`config.mk`:
```
export PLATFORM = sky130hd
export DESIGN_NAME = rs232_debugger
export DESIGN_NICKNAME = d
export VERILOG_FILES = /design/src/dbg_pkg.sv /design/src/uart_rx.sv /design/src/uart_tx.sv /design/src/cmd_detect.sv /design/src/xfer_engine.sv /design/src/rs232_debugger.sv
export SDC_FILE = /design/constraint.sdc
export NUM_CORES = 1
export LEC_CHECK = 0
export BUFFER_PORTS_ARGS = -buffer_cell sky130_fd_sc_hd__clkbuf_2
export CORE_MARGIN = 5
export CORE_UTILIZATION = 35
export CTS_BUF_LIST = sky130_fd_sc_hd__clkbuf_4 sky130_fd_sc_hd__clkbuf_8 sky130_fd_sc_hd__clkbuf_16
export CTS_CLUSTER_SIZE = 12
export DETAILED_ROUTE_END_ITERATION = 10
export SLEW_MARGIN = 20
export SYNTH_ARGS = -nofsm -noshare
export SYNTH_HDL_FRONTEND = slang
export SYNTH_HIERARCHICAL = 1
export SYNTH_SLANG_ARGS = --single-unit
```
`constraint.sdc`:
```
create_clock -name clk -period 3.9 [get_ports clk]
set_input_delay 0.39 -clock clk [delete_from_list [all_inputs] [get_ports clk]]
set_output_delay 0.39 -clock clk [all_outputs]
set_load 0.03 [all_outputs]
```
`src/dbg_pkg.sv`:
```
package dbg_pkg;

	typedef logic [7:0]  byte_t;       // one serial or host data byte
	typedef logic [23:0] host_addr_t;  // host bus byte address
	typedef logic [8:0]  count_t;      // bit 8 sets once the count runs below zero
	typedef logic [31:0] port_word_t;  // byte 3 is port 0 and byte 0 is port 3
	typedef logic [31:0] opcode_t;     // four ascii characters, first one in the msb

	localparam opcode_t op_read  = 32'h52656164;  // "Read" host memory to serial
	localparam opcode_t op_write = 32'h57726974;  // "Writ" serial to host memory with echo
	localparam opcode_t op_setp  = 32'h53657450;  // "SetP" set outputs and return inputs

	// ************************************************************************
	// frame preamble in front of the doubled command body
	// ************************************************************************
	localparam int pre_zero_cnt = 6;  // 0x00 bytes that open a frame
	localparam int pre_ff_cnt   = 2;  // 0xff bytes right after them

	typedef struct packed {
		opcode_t    op;     // first four body bytes
		host_addr_t addr;   // start address, msb arrives first
		byte_t      count;  // number of bytes minus one
	} dbg_cmd_t;

	typedef struct packed {
		logic       rd_req;  // one-cycle read strobe
		logic       wr_ena;  // one-cycle write strobe
		host_addr_t addr;
		byte_t      wdata;
	} host_req_t;

	typedef enum logic [1:0] {
		st_idle,   // waiting for a frame
		st_read,   // host memory to serial
		st_write,  // serial to host memory
		st_ports   // port bytes to serial
	} xfer_state_t;

endpackage

```
`src/uart_rx.sv`:
```
`timescale 1ns/1ps

module uart_rx import dbg_pkg::*; #(
	parameter int bit_clks = 54
) (
	input  logic  clk,
	input  logic  rst,
	input  logic  rxd,
	output byte_t rx_data,
	output logic  rx_rdy,
	output logic  rx_trigger
);

	localparam int pw = $clog2(bit_clks);
	localparam logic [pw-1:0] period_max  = pw'(bit_clks - 1);        // reload value of the bit clock
	localparam logic [pw-1:0] period_half = pw'((bit_clks - 1) / 2);  // lands the samples mid bit

	logic          rxd_reg;      // first sync stage of the line
	logic          rxd_last;     // second stage, used for the edge detect
	logic          rx_busy;      // a byte is being received
	logic [pw-1:0] rx_period;    // counts down the cycles of one bit
	logic [3:0]    rx_position;  // samples left before the stop bit
	logic [8:0]    rx_shift;     // start bit and data, lsb first

	// a falling edge on an idle line is a start bit, the transmitter aligns to it too
	assign rx_trigger = ~rxd_reg & rxd_last & ~rx_busy;

	always_ff @(posedge clk) begin
		if (rst) begin
			rxd_reg     <= 1'b1;  // line idles high
			rxd_last    <= 1'b1;
			rx_busy     <= 1'b0;
			rx_rdy      <= 1'b0;
			rx_period   <= '0;
			rx_position <= '0;
		end else begin
			rxd_reg  <= rxd;
			rxd_last <= rxd_reg;
			rx_rdy   <= 1'b0;  // single cycle pulse

			if (rx_trigger) begin
				rx_period   <= period_half;  // first sample half a bit after the edge
				rx_position <= 4'd9;         // start plus eight data bits, then the stop bit
				rx_busy     <= 1'b1;
			end else if (rx_period == '0) begin
				rx_period <= period_max;
				if (rx_position != '0) begin
					rx_position <= rx_position - 4'd1;
					rx_shift    <= {rxd_reg, rx_shift[8:1]};  // newest bit enters at the top
				end else if (rx_busy) begin
					// this is the stop bit sample, the byte sits above the start bit
					rx_data <= rx_shift[8:1];
					rx_rdy  <= 1'b1;
					rx_busy <= 1'b0;  // the next start edge may now be taken
				end
			end else begin
				rx_period <= rx_period - 1'b1;
			end
		end
	end

endmodule

```
`src/uart_tx.sv`:
```
`timescale 1ns/1ps

module uart_tx import dbg_pkg::*; #(
	parameter int bit_clks = 54
) (
	input  logic  clk,
	input  logic  rst,
	input  logic  tx_start,
	input  byte_t tx_data,
	input  logic  rx_trigger,
	output logic  txd,
	output logic  tx_busy
);

	localparam int pw = $clog2(bit_clks);
	localparam logic [pw-1:0] period_max  = pw'(bit_clks - 1);
	localparam logic [pw-1:0] period_half = pw'((bit_clks - 1) / 2);

	logic [pw-1:0] tx_period;    // bit clock, txd changes when it wraps
	logic [3:0]    tx_position;  // 0 is the start bit, then 9 down to 1 which is the stop bit
	logic [9:0]    tx_shift;     // framed byte, bit 0 goes out next
	byte_t         tx_data_reg;  // byte waiting for the next frame slot
	logic          tx_run;       // a start bit has gone out and the frame must not be cut

	always_ff @(posedge clk) begin
		if (rst) begin
			tx_period   <= period_max;
			tx_position <= '0;
			tx_shift    <= '1;  // all stop bits keep the line idle
			tx_run      <= 1'b0;
			tx_busy     <= 1'b0;
			txd         <= 1'b1;
		end else begin
			// ************************************************************************
			// mid bit, prepare the shift register for the next edge
			// ************************************************************************
			if (tx_period == period_half) begin
				if (tx_position == 4'd1) begin
					tx_run <= 1'b0;  // from here on the bit clock may follow the receiver
					if (tx_busy) begin
						tx_shift <= {1'b1, tx_data_reg, 1'b0};  // stop, data, start
						tx_busy  <= 1'b0;
					end
				end else begin
					tx_shift <= {1'b1, tx_shift[9:1]};  // refill with idle bits
					if (tx_position == '0)
						tx_run <= ~txd;  // only a real start bit locks the timing
				end
			end

			// a new byte after the frame load above keeps its busy flag
			if (tx_start) begin
				tx_data_reg <= tx_data;
				tx_busy     <= 1'b1;
			end

			// ************************************************************************
			// bit edge, or re-alignment to an incoming start bit while not running
			// ************************************************************************
			if (rx_trigger && !tx_run) begin
				tx_period   <= period_max;
				tx_position <= '0;
				txd         <= tx_shift[0];  // start bit goes out with the host's one
			end else if (tx_period == '0) begin
				tx_period <= period_max;
				txd       <= tx_shift[0];
				if (tx_position == '0)
					tx_position <= 4'd9;
				else
					tx_position <= tx_position - 4'd1;
			end else begin
				tx_period <= tx_period - 1'b1;
			end
		end
	end

endmodule

```
`src/cmd_detect.sv`:
```
`timescale 1ns/1ps

module cmd_detect import dbg_pkg::*; (
	input  logic     clk,
	input  logic     rst,
	input  byte_t    rx_data,
	input  logic     rx_rdy,
	input  logic     idle,
	output dbg_cmd_t cmd,
	output logic     cmd_valid
);

	byte_t [15:0] win;           // receive window, slot 15 is the oldest byte
	logic  [1:0]  rdy_dly;       // rx_rdy pipeline, the byte lands three cycles after the pulse
	logic  [2:0]  zero_cnt;      // 0x00 bytes that left the window in a row
	logic  [2:0]  ff_cnt;        // 0xff bytes that left after them
	logic         halves_match;  // both body copies agree
	logic         op_known;      // first copy carries a supported opcode

	assign cmd          = dbg_cmd_t'(win[7:0]);  // newest copy of the body
	assign halves_match = (win[15:8] == win[7:0]);
	assign op_known     = (cmd.op == op_read) || (cmd.op == op_write) || (cmd.op == op_setp);

	// the window is flushed on the next edge so this stays a single cycle pulse
	assign cmd_valid = (zero_cnt == 3'(pre_zero_cnt)) && (ff_cnt == 3'(pre_ff_cnt)) &&
		halves_match && op_known;

	always_ff @(posedge clk) begin
		if (rst) begin
			rdy_dly  <= '0;
			win      <= '1;
			zero_cnt <= '0;
			ff_cnt   <= '0;
		end else begin
			rdy_dly <= {rdy_dly[0], rx_rdy};

			if (cmd_valid) begin
				win <= '1;  // all 0xff can never pass for a preamble again
			end else if (rdy_dly[1] && idle) begin
				win <= {win[14:0], rx_data};

				// count what drops out of the oldest slot
				case (win[15])
					8'h00: begin
						if (ff_cnt != '0)
							zero_cnt <= 3'd1;  // a new preamble after stale 0xff bytes
						else if (zero_cnt != 3'd7)
							zero_cnt <= zero_cnt + 3'd1;
						ff_cnt <= '0;
					end
					8'hff: begin
						if (ff_cnt != 3'd7)
							ff_cnt <= ff_cnt + 3'd1;  // zero count holds across the 0xff run
					end
					default: begin
						zero_cnt <= '0;
						ff_cnt   <= '0;
					end
				endcase
			end
		end
	end

endmodule

```
`src/xfer_engine.sv`:
```
`timescale 1ns/1ps

module xfer_engine import dbg_pkg::*; #(
	parameter int         rd_latency   = 4,
	parameter int         timeout_bits = 24,
	parameter host_addr_t rst_addr     = '0
) (
	input  logic       clk,
	input  logic       rst,
	input  dbg_cmd_t   cmd,
	input  logic       cmd_valid,
	input  byte_t      rx_data,
	input  logic       rx_rdy,
	input  logic       tx_busy,
	input  byte_t      host_rdata,
	input  port_word_t gp_in,
	output logic       idle,
	output logic       tx_start,
	output byte_t      tx_data,
	output host_req_t  host,
	output port_word_t gp_out
);

	// rd_req is on the bus in cycle 1, the data is taken rd_latency cycles later
	localparam logic [3:0] rd_sample = 4'(rd_latency + 1);

	xfer_state_t           state;
	count_t                xfer_cnt;    // bytes left minus one
	logic [3:0]            cyc;         // step within the 16-cycle byte slot
	logic [timeout_bits:0] rx_timeout;  // msb set means the host went quiet
	logic [2:0]            rdy_dly;     // rx_rdy delayed by one, two and three cycles
	logic                  rd_req;
	logic                  wr_ena;
	host_addr_t            addr;
	byte_t                 wdata;
	port_word_t            in_reg;      // gp_in as seen when SetP arrived

	assign idle = (state == st_idle);
	assign host = '{rd_req: rd_req, wr_ena: wr_ena, addr: addr, wdata: wdata};

	always_ff @(posedge clk) begin
		if (rst) begin
			state      <= st_idle;
			xfer_cnt   <= '1;
			cyc        <= '0;
			rx_timeout <= '0;
			rdy_dly    <= '0;
			rd_req     <= 1'b0;
			wr_ena     <= 1'b0;
			tx_start   <= 1'b0;
			addr       <= rst_addr;
			gp_out     <= '0;
		end else begin
			rdy_dly  <= {rdy_dly[1:0], rx_rdy};
			rd_req   <= 1'b0;  // all strobes are single cycle
			wr_ena   <= 1'b0;
			tx_start <= 1'b0;

			case (state)
				st_idle: begin
					if (cmd_valid) begin
						xfer_cnt <= {1'b0, cmd.count};
						cyc      <= '0;
						if (cmd.op == op_read) begin
							addr  <= cmd.addr;
							state <= st_read;
						end else if (cmd.op == op_write) begin
							addr       <= cmd.addr;
							rx_timeout <= '0;
							state      <= st_write;
						end else begin
							gp_out   <= {cmd.addr, cmd.count};  // body bytes 4 to 7 are ports 0 to 3
							in_reg   <= gp_in;
							xfer_cnt <= 9'd3;  // four port bytes
							state    <= st_ports;
						end
					end
				end

				// ************************************************************************
				// read and port return share the 16-cycle slot per byte
				// ************************************************************************
				st_read, st_ports: begin
					if (xfer_cnt[8]) begin
						state <= st_idle;
					end else if (!(tx_busy && cyc == '0)) begin  // wait only at the slot start
						cyc <= cyc + 4'd1;
						if (state == st_read && cyc == '0)
							rd_req <= 1'b1;
						if (cyc == rd_sample) begin
							if (state == st_read)
								tx_data <= host_rdata;
							else
								tx_data <= in_reg[8 * xfer_cnt[1:0] +: 8];  // port 0 goes first
						end
						if (cyc == 4'd14)
							tx_start <= 1'b1;
						if (cyc == 4'd15) begin
							xfer_cnt <= xfer_cnt - 9'd1;
							if (state == st_read)
								addr <= addr + 1'b1;
						end
					end
				end

				// ************************************************************************
				// write each received byte to the host and echo it back
				// ************************************************************************
				st_write: begin
					if (xfer_cnt[8] || rx_timeout[timeout_bits]) begin
						state <= st_idle;  // done, or the rest of the data never came
					end else begin
						if (rx_rdy)
							rx_timeout <= '0;
						else
							rx_timeout <= rx_timeout + 1'b1;
						if (rdy_dly[0]) begin
							wdata    <= rx_data;
							tx_data  <= rx_data;
							wr_ena   <= 1'b1;
							tx_start <= 1'b1;
						end
						if (rdy_dly[2]) begin  // two cycles after the write strobe
							addr     <= addr + 1'b1;
							xfer_cnt <= xfer_cnt - 9'd1;
						end
					end
				end

				default: state <= st_idle;
			endcase
		end
	end

endmodule

```
`src/rs232_debugger.sv`:
```
`timescale 1ns/1ps

module rs232_debugger import dbg_pkg::*; #(
	parameter int         bit_clks     = 54,   // clock cycles per serial bit
	parameter int         rd_latency   = 4,    // host read data delay after rd_req, 13 at most
	parameter int         timeout_bits = 24,   // Writ gives up after 2^timeout_bits quiet cycles
	parameter host_addr_t rst_addr     = '0
) (
	input  logic       clk,
	input  logic       rst,
	input  logic       rxd,
	output logic       txd,
	output host_req_t  host,
	input  byte_t      host_rdata,
	input  port_word_t gp_in,
	output port_word_t gp_out
);

	byte_t    rx_data;
	logic     rx_rdy;
	logic     rx_trigger;  // start edge seen by the receiver
	logic     tx_start;
	byte_t    tx_data;
	logic     tx_busy;
	dbg_cmd_t cmd;
	logic     cmd_valid;
	logic     idle;        // engine free, the detector may take bytes

	uart_rx #(
		.bit_clks(bit_clks)
	) uart_rx_i (
		.clk(clk),
		.rst(rst),
		.rxd(rxd),
		.rx_data(rx_data),
		.rx_rdy(rx_rdy),
		.rx_trigger(rx_trigger)
	);

	uart_tx #(
		.bit_clks(bit_clks)
	) uart_tx_i (
		.clk(clk),
		.rst(rst),
		.tx_start(tx_start),
		.tx_data(tx_data),
		.rx_trigger(rx_trigger),
		.txd(txd),
		.tx_busy(tx_busy)
	);

	cmd_detect cmd_detect_i (
		.clk(clk),
		.rst(rst),
		.rx_data(rx_data),
		.rx_rdy(rx_rdy),
		.idle(idle),
		.cmd(cmd),
		.cmd_valid(cmd_valid)
	);

	xfer_engine #(
		.rd_latency(rd_latency),
		.timeout_bits(timeout_bits),
		.rst_addr(rst_addr)
	) xfer_engine_i (
		.clk(clk),
		.rst(rst),
		.cmd(cmd),
		.cmd_valid(cmd_valid),
		.rx_data(rx_data),
		.rx_rdy(rx_rdy),
		.tx_busy(tx_busy),
		.host_rdata(host_rdata),
		.gp_in(gp_in),
		.idle(idle),
		.tx_start(tx_start),
		.tx_data(tx_data),
		.host(host),
		.gp_out(gp_out)
	);

endmodule

```
==> flow_summary.ini <==
[clock_network]
cts_tree = built
cts_hold_buf = 0
post_cts_resized = 0
clock_path_buffers = 3
clock-sinks = 346
htreeDepth = 2
postCtsSetupBuffers = 0
clk_latency_ns = 0.54
numCtsBuffers = 38
clkTransAtPathRegs_ns = 0.06
clockRootBuffer = clkbuf_16

[power]
powerDensity_nw_per_um2 = 429
ir_worst_vdd_uv = 264
leakage_nw = 6.98
total_power_mw = 7.75

[die]
rows = 78
die-area_um2 = 50500
initial_utilization_pct = 35.5
boundaryPins = 110
die_h_um = 225
coreArea_um2 = 45500
die_w_um = 225

[synthesis]
synthAdderAreaFrac_pct = 1.39
avgSynthCellArea_um2 = 9.22
syn_nets = 1812
yosys_warnings = 6
synthArstFlopShare_pct = 0
synthMuxAreaShare_pct = 1.86
synth-xor-area-share_pct = 3.80
synth_compound_area_share_pct = 10.2
synth_edf_count = 72
synth_seq_cells = 346
synthDistinctLibCells = 85
syn_inst = 1751
synth.cell_area_um2 = 16100
synthFlopType = dfxtp_1
synthSimpleGateAreaFrac_pct = 28.3
synth_top_family_by_area = simple AND/OR/NAND/NOR gates
ys_seq_area_share_pct = 47.4

[sta]
worstMarginPinSlew_ns = 0.890
rsz0062_at_grt = false
setup_tns_ns = 0
fin_crit_sh_pct = 92.0
setup_viol = 0
finalHoldViolCount = 0
min_period_ns = 3.59
timing.hold.ws_ns = 0.0329
final_max_slew_viol_count = 0
relSlewSlack_pct = 40.1
clock.fmax_ghz = 0.279
fin_skew_ns = 0.0177

[global_route]
grt_max_degree = 119
overflow = 0
grt_pass1_wl_um = 67800
grt_pass1_vias = 12000
antenna_found_initial = 0
grt_use_total_pct = 16.5

[critical_path]
critical-path-top-cell-by-count = nand4_1
slowest_stage = or4_1
worstPathRequired_ns = 4.35
critical-path-top-delay-family = simple AND/OR/NAND/NOR gates
worst-setup-path-type = reg2reg
path_buf_inv = 1
crit_fanout = 32
max_stage_delay_ns = 0.55
worstPathArrival_ns = 4.04
path_cells = and4bb_2 > nand4_1 > nor4_1 > nand4_1 > or3_4 > clkinv_2 > nor2b_1 > a211oi_2 > nor3_4 > a21oi_4 > or4_1 > a21oi_1
end_kind = flip-flop
cp-start-kind = flip-flop

[job]
maxCapViolations = 0

[layout]
regArea_um2 = 7650
areaGrowthSynthToFinish_pct = 11.8
final.fill_count = 4491
nets = 1833
drive_above_1_share_pct = 19.4
final_common_cell = nand2_1
antenna-diode-count = 0
mostFrequentLayoutCells = nand2_1 (417), dfxtp_1 (274), clkbuf_2 (108), a21oi_1 (104), nand3_2 (91)
multi_input_area_um2 = 7380

[status]
status = complete, no violations

[route]
drc = 0
routedWlPerCell_um = 18.0
viasPerCell = 5.22
drtIter0Drc = 1010
postRouteAntennaNets = 0
vias = 12500
first_pass_iters = 5
wirelength_um = 43100

[placement]
port_buffers = 109
place_congestion = 0.879
post-dp-hpwl_um = 30100

[worst_hold_path]
min_path_type = in2reg
path summary, 6_finish.rpt:
| check | to | start | slack (ns) | cells past startpoint |
|---|---|---|---|---|
| max reg2reg | xfer_engine_i/rx_timeout[19]$_SDFFE_PP0P_ | cmd_detect_i/cmd[57]$_SDFFE_PP1P_ | 0.31 | 12 |
| min | xfer_engine_i/in_reg[27]$_DFFE_PP_ | gp_in[27] | 0.03 | 1 |
| max | xfer_engine_i/rx_timeout[19]$_SDFFE_PP0P_ | cmd_detect_i/cmd[57]$_SDFFE_PP1P_ | 0.31 | 12 |
| min reg2reg | uart_tx_i/tx_period[0]$_SDFF_PP1_ | uart_tx_i/tx_period[0]$_SDFF_PP1_ | 0.40 | 1 |
power by group:
| group | switching, mW | internal, mW | total [mW] |
|---|---|---|---|
| logic | 0.196 | 0.125 | 0.322 |
| registers | 0.0579 | 3.70 | 3.76 |
| clock network | 1.46 | 2.21 | 3.67 |
| total | 1.71 | 6.03 | 7.75 |
cell families (layout without fill, tap and decap cells):
kind of cell / Yosys count / count (layout)
AOI/OAI and AO/OA: 257 / 257
DFF: 346 / 346
buffers and inverters: 197 / 246
adders and majority gates: 18 / 18
muxes: 20 / 20
and+or+nand+nor: 843 / 843
xor gates and xnor gates: 70 / 70
cell type report:
cell class              instances  area share (%)
flip-flops and latches        346            42.3
multi-input cells            1208            40.9
clock buffers                  57            6.49
repair buffers                146            4.92
well taps                     600            4.16
inverters                      32           0.672
clock inverters                11           0.561
worst reg2reg max path: cells and delay by family, from the launching register on:
kind	cells	cell delay (ns)
compound gates	3	0.53
buf+inv	1	0.13
flops	1	0.45
simple gates	8	2.41
synthesized netlist by cell type, types with 10 or more instances:
| cell | instances | share of area (%) |
|---|---|---|
| a211oi_1 | 11 | 0.51 |
| a21oi_1 | 104 | 3.2 |
| a31oi_1 | 22 | 0.85 |
| and3_1 | 10 | 0.39 |
| buf_4 | 68 | 3.2 |
| buf_6 | 17 | 1.2 |
| clkbuf_1 | 70 | 1.6 |
| dfxtp_1 | 274 | 34 |
| edfxtp_1 | 72 | 13 |
| ha_1 | 18 | 1.4 |
| inv_1 | 30 | 0.70 |
| mux2i_1 | 12 | 0.74 |
| nand2_1 | 418 | 9.7 |
| nand2b_1 | 20 | 0.77 |
| nand3_1 | 67 | 2.1 |
| nand3_2 | 91 | 5.6 |
| nand4_1 | 36 | 1.4 |
| nor2_1 | 48 | 1.1 |
| nor2b_1 | 21 | 0.81 |
| nor3_1 | 27 | 0.84 |
| nor4_1 | 14 | 0.54 |
| o21ai_0 | 41 | 1.3 |
| o31ai_1 | 15 | 0.70 |
| or3_1 | 12 | 0.46 |
| or4_1 | 13 | 0.60 |
| xnor2_1 | 59 | 3.2 |
| xor2_1 | 11 | 0.60 |
per-stage QoR:
stage / instance area (um^2) / setup WS (ns) / utilization [%] / instances
2_1_floorplan: 16100 / 0.102 / - / 1751
3_3_place_gp: 16800 / 0.441 / 36.9 / 2332
3_5_place_dp: 16800 / 0.345 / 36.9 / 2332
4_1_cts: 18000 / 0.317 / 39.7 / 2400
5_1_grt: 18100 / 0.159 / 39.7 / 2400
6_report: 18100 / 0.314 / 39.7 / 2400
per-layer routing:
metal / global-route usage (%) / routed length (um) / vias up / part of all wire (%)
li1: - / - / 6110 / -
met1: 23.0 / 19600 / 6031 / 45
met2: 25.9 / 19900 / 318 / 46
met3: 3.13 / 2410 / 80 / 5.6
met4: 5.09 / 1210 / 0 / 2.8
met5: 0 / 0 / - / 0
Power figures use the tool's default switching activity.
